$ cat src/include/mmio_macros.svh
`ifndef MMIO_MACROS_SVH
`define MMIO_MACROS_SVH

// data and address width of the cpu side and the bus
`define MMIO_DW 32

// instruction space, fetches at or below this word go to the bus
`define MMIO_FETCH_MAX 1024

`define MMIO_REG_LO 1025  // external register file, read only
`define MMIO_REG_HI 1056

`define MMIO_DMEM_LO 1057 // data memory behind the bus
`define MMIO_DMEM_HI 1792

`define MMIO_TFT_LO 1793  // spi tft controller, write only
`define MMIO_TFT_HI 2047

`define MMIO_BUS_PREFIX 8'h33 // upper byte of every bus address

`endif

$ cat src/rtl/mmio_pkg.sv
`default_nettype none

`include "mmio_macros.svh"

package mmio_pkg;

    // cpu memory handler operation, same codes as the cpu drives
    typedef enum logic [1:0] {
        MMIO_IDLE  = 2'b00,
        MMIO_WRITE = 2'b01,
        MMIO_READ  = 2'b10,
        MMIO_FETCH = 2'b11
    } mmio_op_e;

    // where the decoded access goes
    typedef enum logic [2:0] {
        TGT_NONE,      // no access in the request register
        TGT_BUS_FETCH, // instruction fetch over wishbone
        TGT_BUS_DATA,  // data read or write over wishbone
        TGT_REG,       // external register file read
        TGT_TFT,       // display write
        TGT_UNMAPPED   // completes at once with zero data
    } mmio_tgt_e;

    // access as held in the request stage
    typedef struct packed {
        mmio_op_e              op;
        logic [`MMIO_DW-1:0]   addr;
        logic [`MMIO_DW-1:0]   wdata;
        logic                  first;  // first cycle of a new access
    } mmio_req_t;

    // completion from one of the targets
    typedef struct packed {
        logic                  hit;    // access ends this cycle
        mmio_tgt_e             target;
        logic [`MMIO_DW-1:0]   rdata;
    } mmio_resp_t;

endpackage

`default_nettype wire

$ cat src/rtl/mmio_req_stage.sv
`timescale 1ns/1ns
`default_nettype none

`include "mmio_macros.svh"

module mmio_req_stage
    import mmio_pkg::*;
(
    input  logic                clk,
    input  logic                rst_n,
    input  mmio_op_e            op_in,
    input  logic [`MMIO_DW-1:0] addr_in,
    input  logic [`MMIO_DW-1:0] wdata_in,
    output mmio_req_t           req
);

    mmio_op_e            op_q;
    logic                first_q;
    logic [`MMIO_DW-1:0] addr_q;   // payload, no reset
    logic [`MMIO_DW-1:0] wdata_q;

    always_ff @(posedge clk) begin
        if (!rst_n) begin
            op_q    <= MMIO_IDLE;
            first_q <= 1'b0;
        end else begin
            op_q    <= op_in;
            first_q <= (op_in != MMIO_IDLE) && (op_q == MMIO_IDLE); // idle to busy edge
        end
    end

    always_ff @(posedge clk) begin
        addr_q  <= addr_in;   // sampled every cycle, cpu holds it until done
        wdata_q <= wdata_in;
    end

    assign req = '{op: op_q, addr: addr_q, wdata: wdata_q, first: first_q};

    // the cpu must hold the access steady until it goes back to idle
    a_req_stable: assert property (@(posedge clk) disable iff (!rst_n)
        (op_q != MMIO_IDLE && op_in != MMIO_IDLE) |-> (op_in == op_q && addr_in == addr_q));

endmodule

`default_nettype wire

$ cat src/rtl/mmio_router.sv
`timescale 1ns/1ns
`default_nettype none

`include "mmio_macros.svh"

module mmio_router
    import mmio_pkg::*;
(
    input  logic                clk,
    input  logic                rst_n,
    input  mmio_req_t           req,
    output mmio_tgt_e           tgt,
    // external register file
    output logic                reg_rd,
    output logic [4:0]          reg_addr,
    input  logic [`MMIO_DW-1:0] reg_data,
    input  logic                reg_ack,
    input  logic                reg_cs,
    // spi tft controller
    output logic                tft_wr,
    output logic [`MMIO_DW-1:0] tft_addr,
    output logic [`MMIO_DW-1:0] tft_data,
    input  logic                tft_ack,
    output mmio_resp_t          resp
);

    logic in_reg;
    logic in_dmem;
    logic in_tft;
    logic pending;   // register or tft access in flight
    logic unm_q;     // unmapped access seen last cycle
    logic reg_hit;
    logic tft_hit;
    logic hit;

    // window decode on the registered address
    assign in_reg  = (req.addr >= `MMIO_REG_LO)  && (req.addr <= `MMIO_REG_HI);
    assign in_dmem = (req.addr >= `MMIO_DMEM_LO) && (req.addr <= `MMIO_DMEM_HI);
    assign in_tft  = (req.addr >= `MMIO_TFT_LO)  && (req.addr <= `MMIO_TFT_HI);

    always_comb begin
        tgt = TGT_UNMAPPED;  // anything not matched below
        case (req.op)
            MMIO_IDLE: tgt = TGT_NONE;
            MMIO_FETCH: begin
                if (req.addr <= `MMIO_FETCH_MAX) tgt = TGT_BUS_FETCH;
            end
            MMIO_READ: begin
                if (in_dmem) tgt = TGT_BUS_DATA;
                else if (in_reg) tgt = TGT_REG;
            end
            MMIO_WRITE: begin
                if (in_dmem) tgt = TGT_BUS_DATA;
                else if (in_tft) tgt = TGT_TFT;  // no register writes
            end
            default: tgt = TGT_UNMAPPED;
        endcase
    end

    always_ff @(posedge clk) begin
        if (!rst_n) begin
            pending <= 1'b0;
            unm_q   <= 1'b0;
        end else begin
            unm_q <= req.first && (tgt == TGT_UNMAPPED); // done one cycle later
            if (req.first && (tgt == TGT_REG || tgt == TGT_TFT))
                pending <= 1'b1;
            else if (hit)
                pending <= 1'b0;
        end
    end

    // register read waits while chip select is low
    assign reg_rd   = pending && (tgt == TGT_REG) && reg_cs;
    assign reg_addr = req.addr[4:0];
    assign reg_hit  = reg_rd && reg_ack;

    assign tft_wr   = pending && (tgt == TGT_TFT); // held until ack
    assign tft_addr = req.addr;
    assign tft_data = req.wdata;
    assign tft_hit  = tft_wr && tft_ack;

    assign hit = reg_hit || tft_hit || unm_q;

    assign resp.hit    = hit;
    assign resp.target = tgt;
    assign resp.rdata  = reg_hit ? reg_data : '0;  // tft and unmapped give zero

    // one peripheral strobe at a time
    a_one_strobe: assert property (@(posedge clk) disable iff (!rst_n)
        !(reg_rd && tft_wr));

endmodule

`default_nettype wire

$ cat src/rtl/wb_manager.sv
`timescale 1ns/1ns
`default_nettype none

`include "mmio_macros.svh"

module wb_manager
    import mmio_pkg::*;
(
    input  logic                clk,
    input  logic                rst_n,
    input  mmio_req_t           req,
    input  mmio_tgt_e           tgt,
    output logic                wb_cyc,
    output logic                wb_stb,
    output logic                wb_we,
    output logic [`MMIO_DW-1:0] wb_adr,
    output logic [`MMIO_DW-1:0] wb_wdata,
    input  logic [`MMIO_DW-1:0] wb_rdata,
    input  logic                wb_ack,
    output mmio_resp_t          resp
);

    typedef enum logic {
        WB_IDLE,
        WB_ACTIVE
    } wb_state_e;

    wb_state_e state;
    logic      launch;

    assign launch = req.first && (tgt == TGT_BUS_FETCH || tgt == TGT_BUS_DATA);

    always_ff @(posedge clk) begin
        if (!rst_n) begin
            state <= WB_IDLE;
            wb_we <= 1'b0;
        end else begin
            case (state)
                WB_IDLE: if (launch) begin
                    state <= WB_ACTIVE;
                    wb_we <= (req.op == MMIO_WRITE); // fetch and read are bus reads
                end
                WB_ACTIVE: if (wb_ack) begin
                    state <= WB_IDLE;  // cyc and stb drop on the edge after ack
                    wb_we <= 1'b0;
                end
                default: state <= WB_IDLE;
            endcase
        end
    end

    // address and data latched once per cycle, held until ack
    always_ff @(posedge clk) begin
        if (state == WB_IDLE && launch) begin
            wb_adr   <= {`MMIO_BUS_PREFIX, req.addr[23:0]};
            wb_wdata <= req.wdata;
        end
    end

    assign wb_cyc = (state == WB_ACTIVE);
    assign wb_stb = (state == WB_ACTIVE);  // classic cycle, stb follows cyc

    assign resp.hit    = wb_cyc && wb_ack;
    assign resp.target = tgt;
    assign resp.rdata  = wb_rdata;

    // classic wishbone holds the address through wait states
    a_adr_stable: assert property (@(posedge clk) disable iff (!rst_n)
        (wb_stb && !wb_ack) |=> (wb_adr == $past(wb_adr)));

endmodule

`default_nettype wire

$ cat src/rtl/mmio_resp_stage.sv
`timescale 1ns/1ns
`default_nettype none

`include "mmio_macros.svh"

module mmio_resp_stage
    import mmio_pkg::*;
(
    input  logic                clk,
    input  logic                rst_n,
    input  mmio_req_t           req,
    input  mmio_tgt_e           tgt,
    input  mmio_resp_t          router_resp,
    input  mmio_resp_t          bus_resp,
    output logic                busy,
    output logic                done,
    output logic [`MMIO_DW-1:0] rdata_out,
    output logic [`MMIO_DW-1:0] instr_out
);

    mmio_resp_t sel;
    logic       hit;

    assign hit = router_resp.hit || bus_resp.hit;   // only one target per access
    assign sel = bus_resp.hit ? bus_resp : router_resp;

    always_ff @(posedge clk) begin
        if (!rst_n) begin
            busy <= 1'b0;
            done <= 1'b0;
        end else begin
            done <= hit;                  // one cycle pulse
            if (hit) busy <= 1'b0;
            else if (req.first) busy <= 1'b1;
        end
    end

    always_ff @(posedge clk) begin
        if (hit) begin
            if (sel.target == TGT_BUS_FETCH)
                instr_out <= sel.rdata;   // to the fetch unit
            else if (req.op == MMIO_READ && tgt != TGT_UNMAPPED)
                rdata_out <= sel.rdata;
            else
                rdata_out <= '0;          // writes and unmapped return zero
        end
    end

    // done ends an access, so busy was up the cycle before
    a_done_busy: assert property (@(posedge clk) disable iff (!rst_n)
        $rose(done) |-> $past(busy));

endmodule

`default_nettype wire

$ cat src/rtl/mmio_subsystem.sv
`timescale 1ns/1ns
`default_nettype none

`include "mmio_macros.svh"

module mmio_subsystem
    import mmio_pkg::*;
(
    input  logic                clk,
    input  logic                rst_n,
    // cpu memory handler
    input  mmio_op_e            op_in,
    input  logic [`MMIO_DW-1:0] addr_in,
    input  logic [`MMIO_DW-1:0] wdata_in,
    output logic                busy,
    output logic                done,
    output logic [`MMIO_DW-1:0] rdata_out,
    output logic [`MMIO_DW-1:0] instr_out,
    // wishbone manager port
    output logic                wb_cyc,
    output logic                wb_stb,
    output logic                wb_we,
    output logic [`MMIO_DW-1:0] wb_adr,
    output logic [`MMIO_DW-1:0] wb_wdata,
    input  logic [`MMIO_DW-1:0] wb_rdata,
    input  logic                wb_ack,
    // external register file
    output logic                reg_rd,
    output logic [4:0]          reg_addr,
    input  logic [`MMIO_DW-1:0] reg_data,
    input  logic                reg_ack,
    input  logic                reg_cs,
    // spi tft
    output logic                tft_wr,
    output logic [`MMIO_DW-1:0] tft_addr,
    output logic [`MMIO_DW-1:0] tft_data,
    input  logic                tft_ack
);

    mmio_req_t  req;          // registered access
    mmio_tgt_e  tgt;          // decoded target
    mmio_resp_t router_resp;  // register, tft, unmapped completion
    mmio_resp_t bus_resp;     // wishbone completion

    mmio_req_stage u_req_stage (
        .clk, .rst_n, .op_in, .addr_in, .wdata_in, .req
    );

    mmio_router u_router (
        .clk, .rst_n, .req, .tgt,
        .reg_rd, .reg_addr, .reg_data, .reg_ack, .reg_cs,
        .tft_wr, .tft_addr, .tft_data, .tft_ack,
        .resp (router_resp)
    );

    wb_manager u_wb_manager (
        .clk, .rst_n, .req, .tgt,
        .wb_cyc, .wb_stb, .wb_we, .wb_adr, .wb_wdata, .wb_rdata, .wb_ack,
        .resp (bus_resp)
    );

    mmio_resp_stage u_resp_stage (
        .clk, .rst_n, .req, .tgt, .router_resp, .bus_resp,
        .busy, .done, .rdata_out, .instr_out
    );

endmodule

`default_nettype wire

$ cat config.mk
export PLATFORM = sky130hd
export DESIGN_NAME = mmio_subsystem
export DESIGN_NICKNAME = d
export VERILOG_FILES = /design/src/rtl/mmio_pkg.sv /design/src/rtl/mmio_req_stage.sv /design/src/rtl/mmio_router.sv /design/src/rtl/wb_manager.sv /design/src/rtl/mmio_resp_stage.sv /design/src/rtl/mmio_subsystem.sv
export VERILOG_INCLUDE_DIRS = /design/src /design/src/include
export SDC_FILE = /design/constraint.sdc
export NUM_CORES = 1
export LEC_CHECK = 0
export BUFFER_PORTS_ARGS = -buffer_cell sky130_fd_sc_hd__buf_2
export CAP_MARGIN = 20
export CORE_MARGIN = 3
export CORE_UTILIZATION = 41
export DETAILED_ROUTE_END_ITERATION = 7
export MAX_ROUTING_LAYER = met4
export PLACE_DENSITY = 0.79
export SLEW_MARGIN = 40
export SYNTH_ARGS = -nofsm -noshare
export SYNTH_HDL_FRONTEND = slang
export SYNTH_SLANG_ARGS = --single-unit
export TNS_END_PERCENT = 50
$ cat constraint.sdc
create_clock -name clk -period 8.2 [get_ports clk]
set_clock_uncertainty 0.05 [all_clocks]
set_input_delay 2.05 -clock clk [delete_from_list [all_inputs] [get_ports clk]]
set_output_delay 2.05 -clock clk [all_outputs]
set_load 0.01 [all_outputs]
==> key figures, run 1 <==
Outcome
  – Status: complete, no violations

Synth
  – Avg Inst Size Synth: 15.79 um^2
  – Synth top area share: 51.73%
  – Cells after Synth: 441
  – Synth unique cells: 47
  – Most instantiated cells after synthesis: edfxtp_1 (120), buf_4 (78), dfxtp_1 (73)
  – YS warnings: 0
  – Count leader, synth: edfxtp_1
  – Top cells by area, synth: edfxtp_1 (52%), dfxtp_1 (21%), buf_4 (8.4%)
  – Post-synth ARST share: 0%
  – Yosys reg bits: 193
  – Count of flip-flops with a built-in enable after synthesis: 120
  – Synth area leader: edfxtp_1
  – Ys flop type: edfxtp_1
  – Sequential area share after synthesis: 72.71%
  – Synthesized cell area: 0.006965 mm^2

Drt
  – Initial DRC Count: 198
  – Vias per cell: 4.673
  – WL per Instance: 17.30 um
  – DRC violations left: 0
  – Final wirelength: 16.38 mm
  – DRT Pass-1 Iters: 4
  – DRT antenna net count: 0
  – Via count: 4,425

Flow run
  – Max_cap viols: 0

Cells and area
  – Share of layout cells above drive strength 1: 56.47%
  – Layout fillers: 1,399
  – Nets: 849
  – Synthesis-to-layout area growth: 28.17%

Power
  – Final total power: 1.926 mW
  – Cell Pwr Density: 215.8 mW/mm^2
  – Maximum VDD drop: 0.1628 mV
  – Leak: 3.650 nW

Timing
  – Final count of hold timing violations: 0
  – Slew Limit Headroom: 53.33%
  – Fin crit share: 58.16%
  – Final setup TNS: 0 ns
  – Period minus WS final: 4.769 ns
  – RSZ-0062 raised after global routing: no
  – Final setup viols: 0
  – Worst slew pin tran: 0.6971 ns
  – Max Transition Viols Final: 0
  – Maximum clock frequency: 0.2097 GHz

Floorplanning
  – Die area: 0.01859 mm^2
  – Initial Utilization: 42.00%
  – Die width: 136.3 um
  – Die Ht: 136.3 um
  – IO Pins: 340
  – Num rows: 47
  – Core Region: 0.01658 mm^2

GRT
  – Vias in the first global route: 4,355
  – GRT Util Overall: 17.21%
  – Antenna violations before repair: 1
  – Grt ovf: 0
  – First-pass GRT wire length: 23.30 mm
  – Largest net degree at the start of global routing: 49

Setup path
  – CP Capture Type: output pin
  – CP max FO: 7
  – Setup crit start kind: flip-flop
  – R2R Path Start: u_req_stage.addr_q[15]$_DFF_P_
  – Worst EP arrival: 2.67 ns
  – Crit Path Class: reg2out
  – CP required: 6.10 ns
  – Worst r2r dst: u_resp_stage.rdata_out[11]$_SDFFCE_PN0P_
  – Flop-to-flop setup slack: 4.87 ns
  – Reg2reg path depth: 8

CTS
  – Clock Latency Late Sink: 0.42 ns
  – Clock transition at path regs: 0.07 ns
  – CTS tree: built
  – PostCTS Resize Cnt: 0
  – Clock Sinks: 193
  – Clock buffer depth: 2
  – Hold buffers post-CTS: 0
  – Postcts setup bufs: 0
  – Total CTS buffers: 17
  – Root Buffer: clkbuf_16
  – H-tree depth: 4

Hold path
  – Hold endpoint: u_wb_manager.wb_wdata[16]$_DFFE_PP_
  – HP Class: reg2reg
  – Hold_sp: u_req_stage.wdata_q[16]$_DFF_P_
  – Hold path cells: 0

Place
  – GP Congestion: 0.8073
  – Port Buffers: 331
  – Hpwl dp: 12.54 mm
[area by class of cell]
type	count	area, um^2	share of cell area, %
inverter	5	18.77	0.2102
multi-input combinational	158	1282	14.37
timing repair buffer	338	1724	19.31
sequential	193	5065	56.73
clock inverter	14	120.1	1.345
clock buffer	18	439.2	4.919
antenna	1	2.502	0.02803
tap	220	275.3	3.083
[per-stage QoR]
stage | cell area [um^2] | hold slack, ns | util (%) | setup WS, ns | instances
floorplan | 6988 | 0.3595 | - | 0.3128 | 447
global placement | 8328 | 0.3548 | 50.22 | 3.525 | 912
detailed placement | 8359 | 0.3626 | 50.41 | 3.511 | 914
CTS | 8919 | 0.3781 | 53.78 | 3.383 | 946
global route | 8927 | 0.3866 | 53.83 | 3.292 | 947
finish | 8927 | 0.3746 | 53.83 | 3.431 | 947
[worst max-delay path by stage]
| stage | endpoint | from | slack [ns] | cells after the start |
|---|---|---|---|---|
| after detailed placement | reg_rd | reg_cs | 3.51 | 4 |
| final | reg_rd | u_req_stage.addr_q[15]$_DFF_P_ | 3.43 | 5 |
| after floorplan | u_wb_manager.wb_adr[0]$_DFFE_PP_ | u_req_stage.addr_q[15]$_DFF_P_ | 0.31 | 5 |
| after global placement | reg_rd | reg_cs | 3.52 | 4 |
| after CTS | reg_rd | u_req_stage.addr_q[15]$_DFF_P_ | 3.38 | 5 |
| after global routing | reg_rd | u_req_stage.addr_q[15]$_DFF_P_ | 3.29 | 5 |
[critical path: stages (launching register included)]
cell and delay (ns):
dfxtp_1 0.32, or4_4 0.55, a2111oi_0 0.46, o211ai_1 0.38, nor4_1 0.36, buf_2 0.19
[routing by layer]
layer | GRT usage (%) | vias to the layer above | wire length (um)
met2 | 30.10 | 204 | 8892
met5 | - | - | 0
met3 | 4.626 | 23 | 1140
li1 | - | 2092 | -
met1 | 19.03 | 2106 | 6068
met4 | 5.767 | 0 | 281
[state kept, by name, indices dropped and copies added (netlist names)]
| signal | cells |
|---|---|
| u_wb_manager.wb_adr | 24 |
| u_req_stage.wdata_q | 32 |
| u_resp_stage.instr_out | 32 |
| u_req_stage.addr_q | 32 |
| u_wb_manager.wb_wdata | 32 |
| u_resp_stage.done | 1 |
| u_req_stage.op_q | 2 |
| u_router.unm_q | 1 |
| u_resp_stage.busy | 1 |
| u_wb_manager.wb_cyc | 1 |
| u_resp_stage.rdata_out | 32 |
| u_wb_manager.wb_we | 1 |
| u_router.pending | 1 |
| u_req_stage.first_q | 1 |
[cells in the final DEF (no fill, tap or decap), types with 3 or more instances in the layout]
cell       synthesis  routed
a22o_2            18      18
dfxtp_1           73      73
and2_1             3       3
nand4_1            5       5
nand3_1            4       4
conb_1             2       8
o311ai_0           4       4
clkbuf_16          0      17
a22o_4            12      12
inv_8              0       3
edfxtp_1         120     120
nor2_1             7       6
nor2b_1            7       7
a21oi_1            3       3
nor4_1             9       8
nand2_1            8       8
and2b_1           28      28
buf_2              0     331
buf_4             78       5
clkinv_4           0       4
inv_1              5       5
o2111ai_1          3       3
nor3_1             4       4
o211ai_1           3       3
inv_6              0       4
[where the power goes]
group	switching [mW]	total (mW)	internal [mW]
clock network	0.367	0.774	0.407
logic	0.0433	0.0868	0.0435
registers	0.0173	1.07	1.05
total	0.428	1.93	1.50
[kinds of logic after synthesis]
family,count (synthesis),synth area share [%]
AOI/OAI and AO/OA,59,8.856
and+or+nand+nor,91,8.622
buffers and inverters,96,9.700
other,2,0.1078
DFF,193,72.71
No activity file was read; power rests on OpenSTA's default activity.
==> run 2, diff against run 1 <==
clock period = 4 ns   (was 8.2 ns; I/O delays follow)
==> run 2 against run 1 <==
Final area is 0.27% lower; die area unchanged; global-route usage increased by 0.062 points; hold slack worse by 0.0096 ns; register-to-register slack worse by 4.1 ns; setup slack lost 3.1 ns; sequential share of layout area up 0.15 points; sequential cell count unchanged.
==> key figures, run 2 (synthesis gave the netlist of run 1 again) <==
GRT
  – First-pass GRT wire length: 23.49 mm
  – GRT Util Overall: 17.27%
  – Antenna violations before repair: 0
  – Largest net degree at the start of global routing: 49
  – Vias in the first global route: 4,276
  – Grt ovf: 0

CTS
  – CTS tree: built
  – Clock transition at path regs: 0.07 ns
  – Hold buffers post-CTS: 0
  – H-tree depth: 4
  – Root Buffer: clkbuf_16
  – Clock Latency Late Sink: 0.42 ns
  – PostCTS Resize Cnt: 0
  – Postcts setup bufs: 0
  – Clock Sinks: 193
  – Clock buffer depth: 2
  – Total CTS buffers: 17

Power
  – Reg power frac: 54.9%
  – Maximum VDD drop: 0.2760 mV
  – Net Sw Frac: 21.85%
  – Combinational share of power: 4.5%
  – Switching power: 0.8685 mW
  – Final total power: 3.975 mW
  – Internal Power: 3.107 mW
  – Clk pwr share: 40.6%
  – Leak: 3.638 nW
  – Cell Pwr Density: 446.5 mW/mm^2

Drt
  – Vias per cell: 4.708
  – DRT Pass-1 Iters: 4
  – Initial DRC Count: 192
  – Via count: 4,444
  – Final wirelength: 16.58 mm
  – WL per Instance: 17.56 um
  – DRT antenna net count: 0
  – DRC violations left: 0

Floorplanning
  – Core Region: 0.01658 mm^2
  – Initial Utilization: 42.00%
  – IO Pins: 340
  – Die Ht: 136.3 um
  – Die area: 0.01859 mm^2
  – Die width: 136.3 um
  – Num rows: 47

Timing
  – Final count of hold timing violations: 0
  – Slew Limit Headroom: 51.27%
  – Fin crit share: 91.30%
  – Period minus WS final: 3.652 ns
  – Worst slew pin tran: 0.7277 ns
  – Maximum clock frequency: 0.2738 GHz
  – RSZ-0062 raised after global routing: no
  – Max Transition Viols Final: 0
  – Hold_ws: 0.3650 ns
  – Final setup viols: 0
  – Final setup TNS: 0 ns

Setup path
  – CP required: 2.95 ns
  – CP Capture Type: output pin
  – CP max FO: 8
  – Setup crit start kind: flip-flop
  – Crit Path Class: reg2out
  – Worst EP arrival: 2.60 ns

Cells and area
  – Commonest non-fill, non-tap cell in the layout: buf_2
  – Commonest non-fill, non-tap cells in the layout: buf_2 (331), edfxtp_1 (120), dfxtp_1 (73)
  – Final Cell Area: 0.008904 mm^2
  – Final Non-Filler Cells: 944
  – Nets: 847
  – Synthesis-to-layout area growth: 27.82%
  – Share of layout cells above drive strength 1: 56.22%
  – N_diodes: 0

Place
  – Hpwl dp: 12.51 mm
  – Placed inst area: 0.008338 mm^2
  – Placed insts: 912
  – Port Buffers: 331
  – GP Congestion: 0.8438

Flow run
  – Max_cap viols: 0

Outcome
  – Status: complete, no violations

Hold path
  – HP Class: reg2reg
-- run 2: cell count changes in the layout (fill, tap and decap cells not counted), sizes merged --
cell	change
diode	-1
clkinv	-3
bufinv	+1
clkinvlp	+1
buf	-2
inv	+1
-- run 2: final cells by class --
class                   count  area, um^2
flip-flops and latches    193        5065
repair buffers            336        1694
multi-input cells         158        1294
fillers                  1386        7680
clock inverters            14       127.6
clock buffers              18       429.2
well taps                 220       275.3
inverters                   5       18.77
-- run 2: worst paths after layout --
check / startpoint / end / slack [ns] / depth (start not counted)
worst min register to register: u_req_stage.wdata_q[0]$_DFF_P_ / u_wb_manager.wb_wdata[0]$_DFFE_PP_ / 0.36 / 0
worst max register to register: u_req_stage.addr_q[15]$_DFF_P_ / u_resp_stage.rdata_out[17]$_SDFFCE_PN0P_ / 0.79 / 7
worst min-delay path: u_req_stage.wdata_q[0]$_DFF_P_ / u_wb_manager.wb_wdata[0]$_DFFE_PP_ / 0.36 / 0
worst max-delay path: u_req_stage.addr_q[15]$_DFF_P_ / tft_wr / 0.35 / 6
-- run 2: critical path: stages, from the launching register on --
cell,delay [ns]
dfxtp_1,0.33
or4_4,0.55
or2_4,0.27
nor3_2,0.52
inv_1,0.14
nor3_1,0.21
buf_2,0.18
-- run 2: metrics by stage --
stage	setup slack [ns]	util (%)
3_3_place_gp	0.7779	50.28
4_1_cts	0.3215	53.64
2_1_floorplan	-0.06826	-
5_1_grt	0.1330	53.69
6_report	0.3479	53.69
3_5_place_dp	0.6547	50.28
-- run 2: per-layer routing --
layer | up-vias | share of wire [%] | GRT usage (%) | routed length [um]
met5 | - | 0 | - | 0
met4 | 0 | 2.2 | 6.271 | 367
met3 | 26 | 7.1 | 4.589 | 1174
met2 | 219 | 53 | 28.81 | 8710
met1 | 2108 | 38 | 20.16 | 6327
li1 | 2091 | - | - | -
-- run 2: power by group through the flow --
stage | combinational, mW | clock, mW | sequential [mW]
6_report | 0.179 | 1.61 | 2.18
5_1_grt | 0.192 | 1.75 | 2.19
4_1_cts | 0.181 | 1.65 | 2.18
3_5_place_dp | 0.180 | 0 | 2.23
3_3_place_gp | 0.177 | 0 | 2.23
2_1_floorplan | 0.104 | 0 | 2.22
